--- src/logic/rvCorePkg.sv ---
//####################
// rv32i core package
// opcodes, control encodings and the instruction word views
//####################
`default_nettype none

package rvCorePkg;

    localparam int xlen = 32;

    typedef enum logic [6:0] {
        rType = 7'b0110011,
        iType = 7'b0010011,
        sType = 7'b0100011,
        bType = 7'b1100011,
        lui   = 7'b0110111,
        auipc = 7'b0010111,
        jal   = 7'b1101111,
        jalr  = 7'b1100111,
        load  = 7'b0000011
    } opcodeT;

    // one fetched word, seen through each encoding format
    typedef union packed {
        struct packed {
            logic [6:0] func7;
            logic [4:0] rs2;
            logic [4:0] rs1;
            logic [2:0] func3;
            logic [4:0] rd;
            logic [6:0] opcode;
        } r;
        struct packed {
            logic [11:0] imm;
            logic [4:0]  rs1;
            logic [2:0]  func3;
            logic [4:0]  rd;
            logic [6:0]  opcode;
        } i;
        struct packed {
            logic [6:0] immHi;
            logic [4:0] rs2;
            logic [4:0] rs1;
            logic [2:0] func3;
            logic [4:0] immLo;
            logic [6:0] opcode;
        } s;
        struct packed {
            logic       imm12;
            logic [5:0] immHi;
            logic [4:0] rs2;
            logic [4:0] rs1;
            logic [2:0] func3;
            logic [3:0] immLo;
            logic       imm11;
            logic [6:0] opcode;
        } b;
        struct packed {
            logic [19:0] imm;
            logic [4:0]  rd;
            logic [6:0]  opcode;
        } u;
        struct packed {
            logic       imm20;
            logic [9:0] immLo;
            logic       imm11;
            logic [7:0] immHi;
            logic [4:0] rd;
            logic [6:0] opcode;
        } j;
    } instrWordT;

    typedef enum logic [1:0] {add, sub, func, passB} aluOpT;

    typedef enum logic [1:0] {pc, oldPc, regA} srcAT;

    typedef enum logic [1:0] {regB, imm, four} srcBT;

    typedef enum logic [1:0] {aluOut, memData, aluResult} resultSrcT;

    typedef enum logic [2:0] {immI, immS, immB, immU, immJ} immSelT;

endpackage

`default_nettype wire
--- src/logic/rvMultiCycle.sv ---
//####################
// rv32i multicycle core
// control unit and datapath on one req/ack memory port
//####################
`timescale 1ns/1ps
`default_nettype none

module rvMultiCycle #(
    parameter logic [rvCorePkg::xlen-1:0] resetPc = '0
) (
    input  logic                        clk,
    input  logic                        arstN,
    output logic                        memReq,
    output logic                        memWe,
    output logic [rvCorePkg::xlen-1:0]  memAddr,
    output logic [rvCorePkg::xlen-1:0]  memWdata,
    input  logic                        memAck,
    input  logic [rvCorePkg::xlen-1:0]  memRdata
);
    import rvCorePkg::*;

    logic      pcWrite;
    logic      branch;
    logic      branchNe;
    logic      iorD;
    logic      irWrite;
    logic      mdrWrite;
    logic      regWrite;
    srcAT      srcA;
    srcBT      srcB;
    aluOpT     aluOp;
    resultSrcT resultSrc;
    immSelT    immSel;
    opcodeT    opcode;
    logic [2:0] func3;

    controlUnit uControl (
        .clk       (clk),
        .arstN     (arstN),
        .opcode    (opcode),
        .func3     (func3),
        .memAck    (memAck),
        .memReq    (memReq),
        .memWe     (memWe),
        .pcWrite   (pcWrite),
        .branch    (branch),
        .branchNe  (branchNe),
        .iorD      (iorD),
        .irWrite   (irWrite),
        .mdrWrite  (mdrWrite),
        .regWrite  (regWrite),
        .srcA      (srcA),
        .srcB      (srcB),
        .aluOp     (aluOp),
        .resultSrc (resultSrc),
        .immSel    (immSel)
    );

    datapath #(
        .resetPc (resetPc)
    ) uDatapath (
        .clk       (clk),
        .arstN     (arstN),
        .pcWrite   (pcWrite),
        .branch    (branch),
        .branchNe  (branchNe),
        .iorD      (iorD),
        .irWrite   (irWrite),
        .mdrWrite  (mdrWrite),
        .regWrite  (regWrite),
        .srcA      (srcA),
        .srcB      (srcB),
        .aluOp     (aluOp),
        .resultSrc (resultSrc),
        .immSel    (immSel),
        .memRdata  (memRdata),
        .memAddr   (memAddr),
        .memWdata  (memWdata),
        .opcode    (opcode),
        .func3     (func3),
        .func7b5   () // alu decodes it inside the datapath
    );

endmodule

`default_nettype wire

--- src/logic/datapath.sv ---
//####################
// multicycle datapath
// pc, ir, mdr, a/b/aluOut registers and source muxes
//####################
`timescale 1ns/1ps
`default_nettype none

module datapath #(
    parameter logic [rvCorePkg::xlen-1:0] resetPc = '0
) (
    input  logic                        clk,
    input  logic                        arstN,
    input  logic                        pcWrite,
    input  logic                        branch,
    input  logic                        branchNe,
    input  logic                        iorD,
    input  logic                        irWrite,
    input  logic                        mdrWrite,
    input  logic                        regWrite,
    input  rvCorePkg::srcAT             srcA,
    input  rvCorePkg::srcBT             srcB,
    input  rvCorePkg::aluOpT            aluOp,
    input  rvCorePkg::resultSrcT        resultSrc,
    input  rvCorePkg::immSelT           immSel,
    input  logic [rvCorePkg::xlen-1:0]  memRdata,
    output logic [rvCorePkg::xlen-1:0]  memAddr,
    output logic [rvCorePkg::xlen-1:0]  memWdata,
    output rvCorePkg::opcodeT           opcode,
    output logic [2:0]                  func3,
    output logic                        func7b5
);
    import rvCorePkg::*;

    logic [xlen-1:0] pcReg;
    logic [xlen-1:0] oldPcReg;
    instrWordT       ir;
    logic [xlen-1:0] mdrReg;
    logic [xlen-1:0] aReg;
    logic [xlen-1:0] bReg;
    logic [xlen-1:0] aluOutReg;
    logic [xlen-1:0] rdata1;
    logic [xlen-1:0] rdata2;
    logic [xlen-1:0] immVal;
    logic [xlen-1:0] aluA;
    logic [xlen-1:0] aluB;
    logic [xlen-1:0] aluY;
    logic [xlen-1:0] result;
    logic            zero;
    logic            takeBranch;

    assign takeBranch = branch && (zero ^ branchNe);

    always_ff @(posedge clk or negedge arstN)
    begin
        if (!arstN)
            pcReg <= resetPc;
        else if (pcWrite || takeBranch)
            pcReg <= {result[xlen-1:1], 1'b0}; // bit 0 cleared for jalr
    end

    always_ff @(posedge clk)
    begin
        if (irWrite)
        begin
            ir       <= memRdata;
            oldPcReg <= pcReg; // address of this instruction
        end
        if (mdrWrite)
            mdrReg <= memRdata;
        aReg      <= rdata1;
        bReg      <= rdata2;
        aluOutReg <= aluY;
    end

    always_comb
    begin
        case (srcA)
            oldPc:   aluA = oldPcReg;
            regA:    aluA = aReg;
            default: aluA = pcReg;
        endcase
        case (srcB)
            regB:    aluB = bReg;
            imm:     aluB = immVal;
            default: aluB = xlen'(4);
        endcase
        case (resultSrc)
            memData:   result = mdrReg;
            aluResult: result = aluY;
            default:   result = aluOutReg;
        endcase
    end

    assign memAddr  = iorD ? aluOutReg : pcReg;
    assign memWdata = bReg;
    assign opcode   = opcodeT'(ir.r.opcode);
    assign func3    = ir.r.func3;
    assign func7b5  = ir.r.func7[5];

    regFile uRegFile (
        .clk    (clk),
        .arstN  (arstN),
        .rs1    (ir.r.rs1),
        .rs2    (ir.r.rs2),
        .rd     (ir.r.rd),
        .we     (regWrite),
        .wdata  (result),
        .rdata1 (rdata1),
        .rdata2 (rdata2)
    );

    immGen uImmGen (
        .instr  (ir),
        .immSel (immSel),
        .imm    (immVal)
    );

    alu uAlu (
        .aluOp   (aluOp),
        .func3   (ir.r.func3),
        .func7b5 (ir.r.func7[5]),
        .opIsReg (ir.r.opcode == rType),
        .a       (aluA),
        .b       (aluB),
        .result  (aluY),
        .zero    (zero)
    );

endmodule

`default_nettype wire

--- src/logic/controlUnit.sv ---
//####################
// multicycle control unit
// state machine, control decoding and the memory req/ack handshake
//####################
`timescale 1ns/1ps
`default_nettype none

module controlUnit (
    input  logic                  clk,
    input  logic                  arstN,
    input  rvCorePkg::opcodeT     opcode,
    input  logic [2:0]            func3,
    input  logic                  memAck,
    output logic                  memReq,
    output logic                  memWe,
    output logic                  pcWrite,
    output logic                  branch,
    output logic                  branchNe,
    output logic                  iorD,
    output logic                  irWrite,
    output logic                  mdrWrite,
    output logic                  regWrite,
    output rvCorePkg::srcAT       srcA,
    output rvCorePkg::srcBT       srcB,
    output rvCorePkg::aluOpT      aluOp,
    output rvCorePkg::resultSrcT  resultSrc,
    output rvCorePkg::immSelT     immSel
);
    import rvCorePkg::*;

    typedef enum logic [3:0] {
        sFetch, sFetchRelease, sDecode, sMemAddr, sMemAccess, sMemRelease,
        sMemWriteback, sExecuteR, sExecuteI, sAluWriteback, sBranch,
        sLui, sAuipc, sJal, sJalr
    } stateT;

    stateT state;
    stateT nextState;
    logic  isStore;

    assign isStore = (opcode == sType);

    // request and write enable come straight from flops
    always_ff @(posedge clk or negedge arstN)
    begin
        if (!arstN)
        begin
            state  <= sFetch;
            memReq <= 1'b0;
            memWe  <= 1'b0;
        end
        else
        begin
            state  <= nextState;
            memReq <= (nextState == sFetch) || (nextState == sMemAccess);
            memWe  <= (nextState == sMemAccess) && isStore;
        end
    end

    always_comb
    begin
        nextState = state;
        pcWrite   = 1'b0;
        branch    = 1'b0;
        branchNe  = 1'b0;
        iorD      = 1'b0;
        irWrite   = 1'b0;
        mdrWrite  = 1'b0;
        regWrite  = 1'b0;
        srcA      = pc;
        srcB      = four;
        aluOp     = add;
        resultSrc = aluOut;
        immSel    = immI;
        case (state)
            sFetch:
            begin
                resultSrc = aluResult; // pc + 4
                if (memAck)
                begin
                    irWrite   = 1'b1;
                    pcWrite   = 1'b1;
                    nextState = sFetchRelease;
                end
            end
            sFetchRelease:
            begin
                if (!memAck)
                    nextState = sDecode;
            end
            sDecode:
            begin
                srcA   = oldPc;
                srcB   = imm;
                immSel = (opcode == jal) ? immJ : immB; // target into aluOut
                case (opcode)
                    load:    nextState = sMemAddr;
                    sType:   nextState = sMemAddr;
                    rType:   nextState = sExecuteR;
                    iType:   nextState = sExecuteI;
                    bType:   nextState = sBranch;
                    lui:     nextState = sLui;
                    auipc:   nextState = sAuipc;
                    jal:     nextState = sJal;
                    jalr:    nextState = sJalr;
                    default: nextState = sFetch; // unknown opcode, skip it
                endcase
            end
            sMemAddr, sMemAccess, sMemRelease:
            begin
                // address held in aluOut for the whole access
                srcA   = regA;
                srcB   = imm;
                immSel = isStore ? immS : immI;
                iorD   = 1'b1;
                if (state == sMemAddr)
                    nextState = sMemAccess;
                else if (state == sMemAccess && memAck)
                begin
                    mdrWrite  = 1'b1;
                    nextState = sMemRelease;
                end
                else if (state == sMemRelease && !memAck)
                    nextState = isStore ? sFetch : sMemWriteback;
            end
            sMemWriteback:
            begin
                resultSrc = memData;
                regWrite  = 1'b1;
                nextState = sFetch;
            end
            sExecuteR:
            begin
                srcA      = regA;
                srcB      = regB;
                aluOp     = func;
                nextState = sAluWriteback;
            end
            sExecuteI:
            begin
                srcA      = regA;
                srcB      = imm;
                aluOp     = func;
                nextState = sAluWriteback;
            end
            sAluWriteback:
            begin
                regWrite  = 1'b1;
                nextState = sFetch;
            end
            sBranch:
            begin
                srcA      = regA;
                srcB      = regB;
                aluOp     = sub;
                branch    = 1'b1;
                branchNe  = (func3 == 3'b001); // bne, else beq
                nextState = sFetch;
            end
            sLui:
            begin
                srcB      = imm;
                immSel    = immU;
                aluOp     = passB;
                nextState = sAluWriteback;
            end
            sAuipc:
            begin
                srcA      = oldPc;
                srcB      = imm;
                immSel    = immU;
                nextState = sAluWriteback;
            end
            sJalr:
            begin
                srcA      = regA;
                srcB      = imm;
                nextState = sJal; // then shares the jal path
            end
            sJal:
            begin
                pcWrite   = 1'b1; // target from aluOut
                srcA      = oldPc; // link = oldPc + 4
                nextState = sAluWriteback;
            end
            default:
            begin
                nextState = sFetch;
            end
        endcase
    end

    // a request is withdrawn only after the memory has answered it
    assert property (@(posedge clk) disable iff (!arstN)
        $fell(memReq) |-> $past(memAck));

    assert property (@(posedge clk) disable iff (!arstN)
        !(regWrite && memWe));

endmodule

`default_nettype wire

--- src/logic/immGen.sv ---
//####################
// immediate generator
// sign-extended I/S/B/J and upper U immediates
//####################
`timescale 1ns/1ps
`default_nettype none

module immGen (
    input  rvCorePkg::instrWordT        instr,
    input  rvCorePkg::immSelT           immSel,
    output logic [rvCorePkg::xlen-1:0]  imm
);
    import rvCorePkg::*;

    always_comb
    begin
        case (immSel)
            immS:
                imm = {{20{instr.s.immHi[6]}}, instr.s.immHi, instr.s.immLo};
            immB:
                imm = {{19{instr.b.imm12}}, instr.b.imm12, instr.b.imm11,
                       instr.b.immHi, instr.b.immLo, 1'b0};
            immU:
                imm = {instr.u.imm, 12'b0}; // zeros below
            immJ:
                imm = {{11{instr.j.imm20}}, instr.j.imm20, instr.j.immHi,
                       instr.j.imm11, instr.j.immLo, 1'b0};
            default:
                imm = {{20{instr.i.imm[11]}}, instr.i.imm};
        endcase
    end

endmodule

`default_nettype wire

--- src/logic/regFile.sv ---
//####################
// register file, 32 x 32
// two async reads, one sync write, x0 reads zero
//####################
`timescale 1ns/1ps
`default_nettype none

module regFile (
    input  logic                        clk,
    input  logic                        arstN,
    input  logic [4:0]                  rs1,
    input  logic [4:0]                  rs2,
    input  logic [4:0]                  rd,
    input  logic                        we,
    input  logic [rvCorePkg::xlen-1:0]  wdata,
    output logic [rvCorePkg::xlen-1:0]  rdata1,
    output logic [rvCorePkg::xlen-1:0]  rdata2
);
    import rvCorePkg::*;

    logic [xlen-1:0] regs [0:31];

    always_ff @(posedge clk or negedge arstN)
    begin
        if (!arstN)
        begin
            for (int k = 0; k < 32; k++)
                regs[k] <= '0;
        end
        else if (we && rd != '0) // x0 never written
            regs[rd] <= wdata;
    end

    assign rdata1 = regs[rs1];
    assign rdata2 = regs[rs2];

    assert property (@(posedge clk) disable iff (!arstN)
        (rs1 == '0) |-> (rdata1 == '0));

    assert property (@(posedge clk) disable iff (!arstN)
        (rs2 == '0) |-> (rdata2 == '0));

endmodule

`default_nettype wire

--- src/logic/alu.sv ---
//####################
// alu with its decoder
// add, sub, logic ops, slt and shifts
//####################
`timescale 1ns/1ps
`default_nettype none

module alu (
    input  rvCorePkg::aluOpT            aluOp,
    input  logic [2:0]                  func3,
    input  logic                        func7b5,
    input  logic                        opIsReg,
    input  logic [rvCorePkg::xlen-1:0]  a,
    input  logic [rvCorePkg::xlen-1:0]  b,
    output logic [rvCorePkg::xlen-1:0]  result,
    output logic                        zero
);
    import rvCorePkg::*;

    logic [2:0]      op; // effective func3
    logic            subtract;
    logic [xlen-1:0] sum;

    always_comb
    begin
        op       = 3'b000;
        subtract = 1'b0;
        if (aluOp == sub)
            subtract = 1'b1;
        else if (aluOp == func)
        begin
            op       = func3;
            subtract = opIsReg && func7b5 && (func3 == 3'b000); // sub, never addi
        end
    end

    assign sum = subtract ? (a - b) : (a + b);

    always_comb
    begin
        if (aluOp == passB)
            result = b; // lui
        else
        begin
            case (op)
                3'b001:  result = a << b[4:0];
                3'b010:  result = {{(xlen-1){1'b0}}, $signed(a) < $signed(b)};
                3'b100:  result = a ^ b;
                3'b101:  result = a >> b[4:0]; // logical only
                3'b110:  result = a | b;
                3'b111:  result = a & b;
                default: result = sum;
            endcase
        end
    end

    assign zero = (result == '0);

endmodule

`default_nettype wire

--- config.mk ---
export PLATFORM = sky130hd
export DESIGN_NAME = rvMultiCycle
export DESIGN_NICKNAME = d
export VERILOG_FILES = /design/src/logic/rvCorePkg.sv /design/src/logic/rvMultiCycle.sv /design/src/logic/datapath.sv /design/src/logic/controlUnit.sv /design/src/logic/immGen.sv /design/src/logic/regFile.sv /design/src/logic/alu.sv
export SDC_FILE = /design/constraint.sdc
export NUM_CORES = 2
export LEC_CHECK = 0
export BUFFER_PORTS_ARGS = -buffer_cell sky130_fd_sc_hd__buf_2
export CAP_MARGIN = 15
export CORE_UTILIZATION = 40
export CTS_CLUSTER_SIZE = 24
export DETAILED_ROUTE_END_ITERATION = 12
export GPL_TIMING_DRIVEN = 0
export SLEW_MARGIN = 10
export SYNTH_ARGS = -nofsm -noshare
export SYNTH_HDL_FRONTEND = slang
export SYNTH_SLANG_ARGS = --single-unit
--- constraint.sdc ---
create_clock -name clk -period 6.6 [get_ports clk]
set_input_delay 1.32 -clock clk [delete_from_list [all_inputs] [get_ports clk]]
set_output_delay 1.32 -clock clk [all_outputs]
set_load 0.05 [all_outputs]
==> out/metrics.yaml <==
cts:
  clkSlewWorstSetupHoldPaths_ns: 0.07
  number_of_buffers_on_the_longest_clock_path: 3
  cts-htree-levels: 4
  worst_skew_pair.late_latency_ns: 0.81
  tritoncts: "done"
  post_cts_hold_buffer_count: 0
  numClockSinks: 1252
  clock_tree_root_buffer_cell: "sky130_fd_sc_hd__clkbuf_16"
  cts_made_buffers: 134
final_layout:
  final_layout_size_suffix_gt1_share_pct: 23.6
  fillerInstances: 16000
  finalCoreUtilization_pct: 47.6
  area.growth.synth_to_final_pct: 17.9
  final_nets: 7143
  finalInstanceArea_um2: 83000
  finish.cell_count_without_fillers: 9451
yosys:
  synth_warnings: 0
  adder_cell_share_of_the_synthesized_area_pct: 1.87
  number_of_flops_mapped_to_enable_cells_by_yosys: 95
  yosys-top-cells-area: "sky130_fd_sc_hd__dfrtp_1 38%, sky130_fd_sc_hd__mux4_2 21%, sky130_fd_sc_hd__o21ai_0 8.2%, sky130_fd_sc_hd__nand2_1 6.3%, sky130_fd_sc_hd__edfxtp_1 4.1%"
  syn-instance-count: 6594
  synth-seq-area-share_pct: 44.5
  post_synth_instance_area_um2: 70400
  synth-seq-cells: 1252
  yosys.area.top_type: "sky130_fd_sc_hd__dfrtp_1"
  post_synthesis_share_of_cell_area_spent_on_and_or_nand_and_nor_gates_pct: 10.3
  synth.distinct_cells: 95
  synth_commonest_cells: "1,179 x sky130_fd_sc_hd__nand2_1, 1,148 x sky130_fd_sc_hd__o21ai_0, 1,061 x sky130_fd_sc_hd__dfrtp_1"
  async_reset_ff_share_pct: 84.7
  synthesis.area_per_instance_um2: 10.7
  fraction_of_the_mapped_netlist_area_in_compound_gates_pct: 16.2
  yosys.cell_count.top_type: "sky130_fd_sc_hd__nand2_1"
  synth.net_count: 6732
  synth_top_family_by_area: "multiplexers"
  synth_top_flop_cell: "sky130_fd_sc_hd__dfrtp_1"
  synthXorXnorAreaFrac_pct: 0.212
  yosys.area.top_type_share_pct: 37.7
  synthMuxAreaShare_pct: 22.7
global_routing:
  largest_net_degree_at_the_start_of_global_routing: 151
  grt_usage_pct: 36.3
  grt_pass1_wl_mm: 456
  antenna_found_initial: 28
  global_route_total_overflow: 0
  via_count_of_the_first_global_routing_pass: 61100
routing:
  detailedRoute.firstIterationViolations: 7397
  route.detailed.wl_per_inst_um: 34.3
  drt.antenna.violating_nets: 0
  dr_total_vias: 60600
  drcViolationCount: 0
  dr.pass1.iters: 8
  vias_per_cell: 6.41
  finalWirelength_mm: 324
setup_path:
  critPathRequiredTime_ns: 7.25
  critPathSlowestCell: "sky130_fd_sc_hd__o21ai_0"
  crit_path_cell_trace: "buf_6 > nand3b_1 > buf_4 > a21oi_2 > buf_6 > buf_4 > a32oi_1 > clkbuf_1 > a21oi_1 > a211oi_1 > nor3_1 > o21ai_0 > nand4_1 > a2bb2oi_2 > a211o_1 > or4_4 > nor4_4 > and2_4 > buf_12 > mux2i_1 > or4_1"
  critPathKind: "flop to flop"
  slowest_delay_ns: 0.95
  path_max_fanout: 10
  critical_path_arrival_ns: 8.06
  start_kind: "flop"
  end_kind: "flop"
pwr:
  comb_power_share_pct: 60.7
  power_switching_share_pct: 50.7
  max-vdd-ir-drop_mv: 0.442
  pwr_density_cell_nw_per_um2: 568
  net_sw_power_mw: 23.9
  leakagePower_nw: 33.5
  total_power_mw: 47.2
  p_int_mw: 23.3
  share_clk_of_total_power_pct: 16.9
  p_seq_share_pct: 22.4
sta:
  worst_slew_pin_slew_ns: 1.37
  finalSetupViolCount: 259
  achievable_freq_ghz: 0.135
  slew_violations: 0
  finalCritPeriodShare_pct: 112
  timing.max_slew.rel_slack_pct: 8.88
  final.setup.worst_slack_ns: -0.806
  timing_hold_violations_final: 0
  period_needed_ns: 7.41
  finalClockSkew_ns: 0.0426
  grt_setup_unrepaired: "true"
floorplan:
  core.rowCount: 153
  core-area_um2: 174000
  die_y_um: 421
  start_util_pct: 40.4
  io_pins: 101
  floorplan.die_area_um2: 178000
  fp.dieW_um: 421
placed_design:
  place_inst: 9047
  dpl-instance-area_um2: 74400
  port_buffers: 100
  gp_routability_congestion: 1.06
  hpwlAfterDp_mm: 251
worst_hold_path:
  hp-class: "primary input to asynchronous set/reset pin"
flow_run:
  maxCapViolations: 0
status:
  failed_checks: "setup timing"
  outcome: "finished, violations left"
==> logic make-up (layout without fill, tap and decap cells) <==
kind of cell | count (synthesis) | after routing
other cells | 0 | 11
fa+ha+maj | 104 | 104
flops | 1252 | 1252
mux | 777 | 777
xor+xnor | 17 | 17
simple gates | 1724 | 1724
compound gates | 1942 | 1942
buf+inv | 778 | 1299
==> layer usage <==
layer  GRT usage, %  up-vias  routed length (um)
li1               -    25300                   -
met1           43.1    31000              116000
met2           58.6     3396              154000
met3           6.85      865               26300
met4           27.3       12               28500
met5              0        -                  73
==> area by class of cell <==
cell class | instances | area [um^2] | share of cell area [%]
diodes | 11 | 27.5 | 0.0332
clock inverters | 63 | 692 | 0.834
well taps | 2325 | 2910 | 3.51
repair buffers | 293 | 2400 | 2.89
multi-input cells | 4564 | 37900 | 45.7
flip-flops and latches | 1252 | 31300 | 37.7
clock buffers | 183 | 3960 | 4.77
inverters | 112 | 435 | 0.525
plain buffers | 648 | 3340 | 4.02
==> power groups by stage <==
| stage | Clock, mW | Sequential, mW | Combinational [mW] |
|---|---|---|---|
| 4_1_cts | 8.06 | 10.5 | 26.5 |
| 5_1_grt | 8.37 | 10.7 | 29.4 |
| 3_3_place_gp | 0 | 10.5 | 22.9 |
| 6_report | 7.98 | 10.6 | 28.6 |
| 3_5_place_dp | 0 | 10.6 | 23.1 |
| 2_1_floorplan | 0 | 10.2 | 13.3 |
==> placed cells by master (no fill, tap or decap), types with 36 or more instances in the layout <==
master and n:
sky130_fd_sc_hd__dfrtp_1 1059, sky130_fd_sc_hd__buf_2 123, sky130_fd_sc_hd__clkbuf_16 151, sky130_fd_sc_hd__nand3_1 61
sky130_fd_sc_hd__edfxtp_1 95, sky130_fd_sc_hd__clkbuf_1 489, sky130_fd_sc_hd__inv_1 99, sky130_fd_sc_hd__o21ai_0 1123
sky130_fd_sc_hd__dfxtp_1 96, sky130_fd_sc_hd__buf_4 157, sky130_fd_sc_hd__a22oi_1 59, sky130_fd_sc_hd__and3_1 76
sky130_fd_sc_hd__clkbuf_8 38, sky130_fd_sc_hd__nor3_1 77, sky130_fd_sc_hd__mux2_2 97, sky130_fd_sc_hd__a21oi_1 194
sky130_fd_sc_hd__ha_1 78, sky130_fd_sc_hd__nand2_1 1174, sky130_fd_sc_hd__o21bai_1 36, sky130_fd_sc_hd__a211oi_1 89
sky130_fd_sc_hd__nor2_1 192, sky130_fd_sc_hd__mux4_2 643, sky130_fd_sc_hd__buf_1 44
==> repair_timing <==
action | CTS | global route
gates resized for setup | 509 | 134
pin swaps | 115 | 51
endpoints found under the setup margin | 1055 | 998
cloned | 5 | 0
setup buffers | 110 | 44
==> registers in the layout, summed over array words and instances, names as in the netlist <==
name,count
uDatapath.oldPcReg,31
uDatapath.aReg,32
uDatapath.ir,32
uControl.memReq,1
uDatapath.uRegFile.regs,1024
uDatapath.memWdata,32
uDatapath.pcReg,31
uControl.state,4
uControl.memWe,1
uDatapath.mdrReg,32
uDatapath.aluOutReg,32
==> critical path: cells and delay by family (launching register included) <==
kind                   cells  cell delay, ns
DFF                        1            0.40
AOI/OAI and AO/OA          7            3.03
and+or+nand+nor            7            2.23
muxes                      1            0.07
buffers and inverters      6            1.48
==> final timing paths <==
path	startpoint	end	slack (ns)	cells after the start
min reg2reg	uDatapath.uRegFile.regs[1018]$_DFFE_PN0P_	uDatapath.uRegFile.regs[1018]$_DFFE_PN0P_	0.48	1
max in group asynchronous	arstN	uDatapath.uRegFile.regs[392]$_DFFE_PN0P_	3.83	4
max reg2reg	uControl.state[1]$_DFF_PN0_	uDatapath.pcReg[31]$_DFFE_PN0P_	-0.81	21
max	uControl.state[1]$_DFF_PN0_	uDatapath.pcReg[31]$_DFFE_PN0P_	-0.81	21
min	arstN	uDatapath.pcReg[28]$_DFFE_PN0P_	0.48	1
min in group clk	uDatapath.uRegFile.regs[1018]$_DFFE_PN0P_	uDatapath.uRegFile.regs[1018]$_DFFE_PN0P_	0.48	1
==> metrics by stage <==
stage	setup TNS [ns]	hold WS, ns	worst slack, ns
CTS	-10.15	0.480	-0.439
global route	-43.41	0.506	-0.647
detailed placement	-2554.70	0.466	-3.98
finish	-35.78	0.476	-0.806
floorplan	0	0.441	0.00132
global placement	-	0.451	-19.03
No activity file was read; power rests on OpenSTA's default activity.
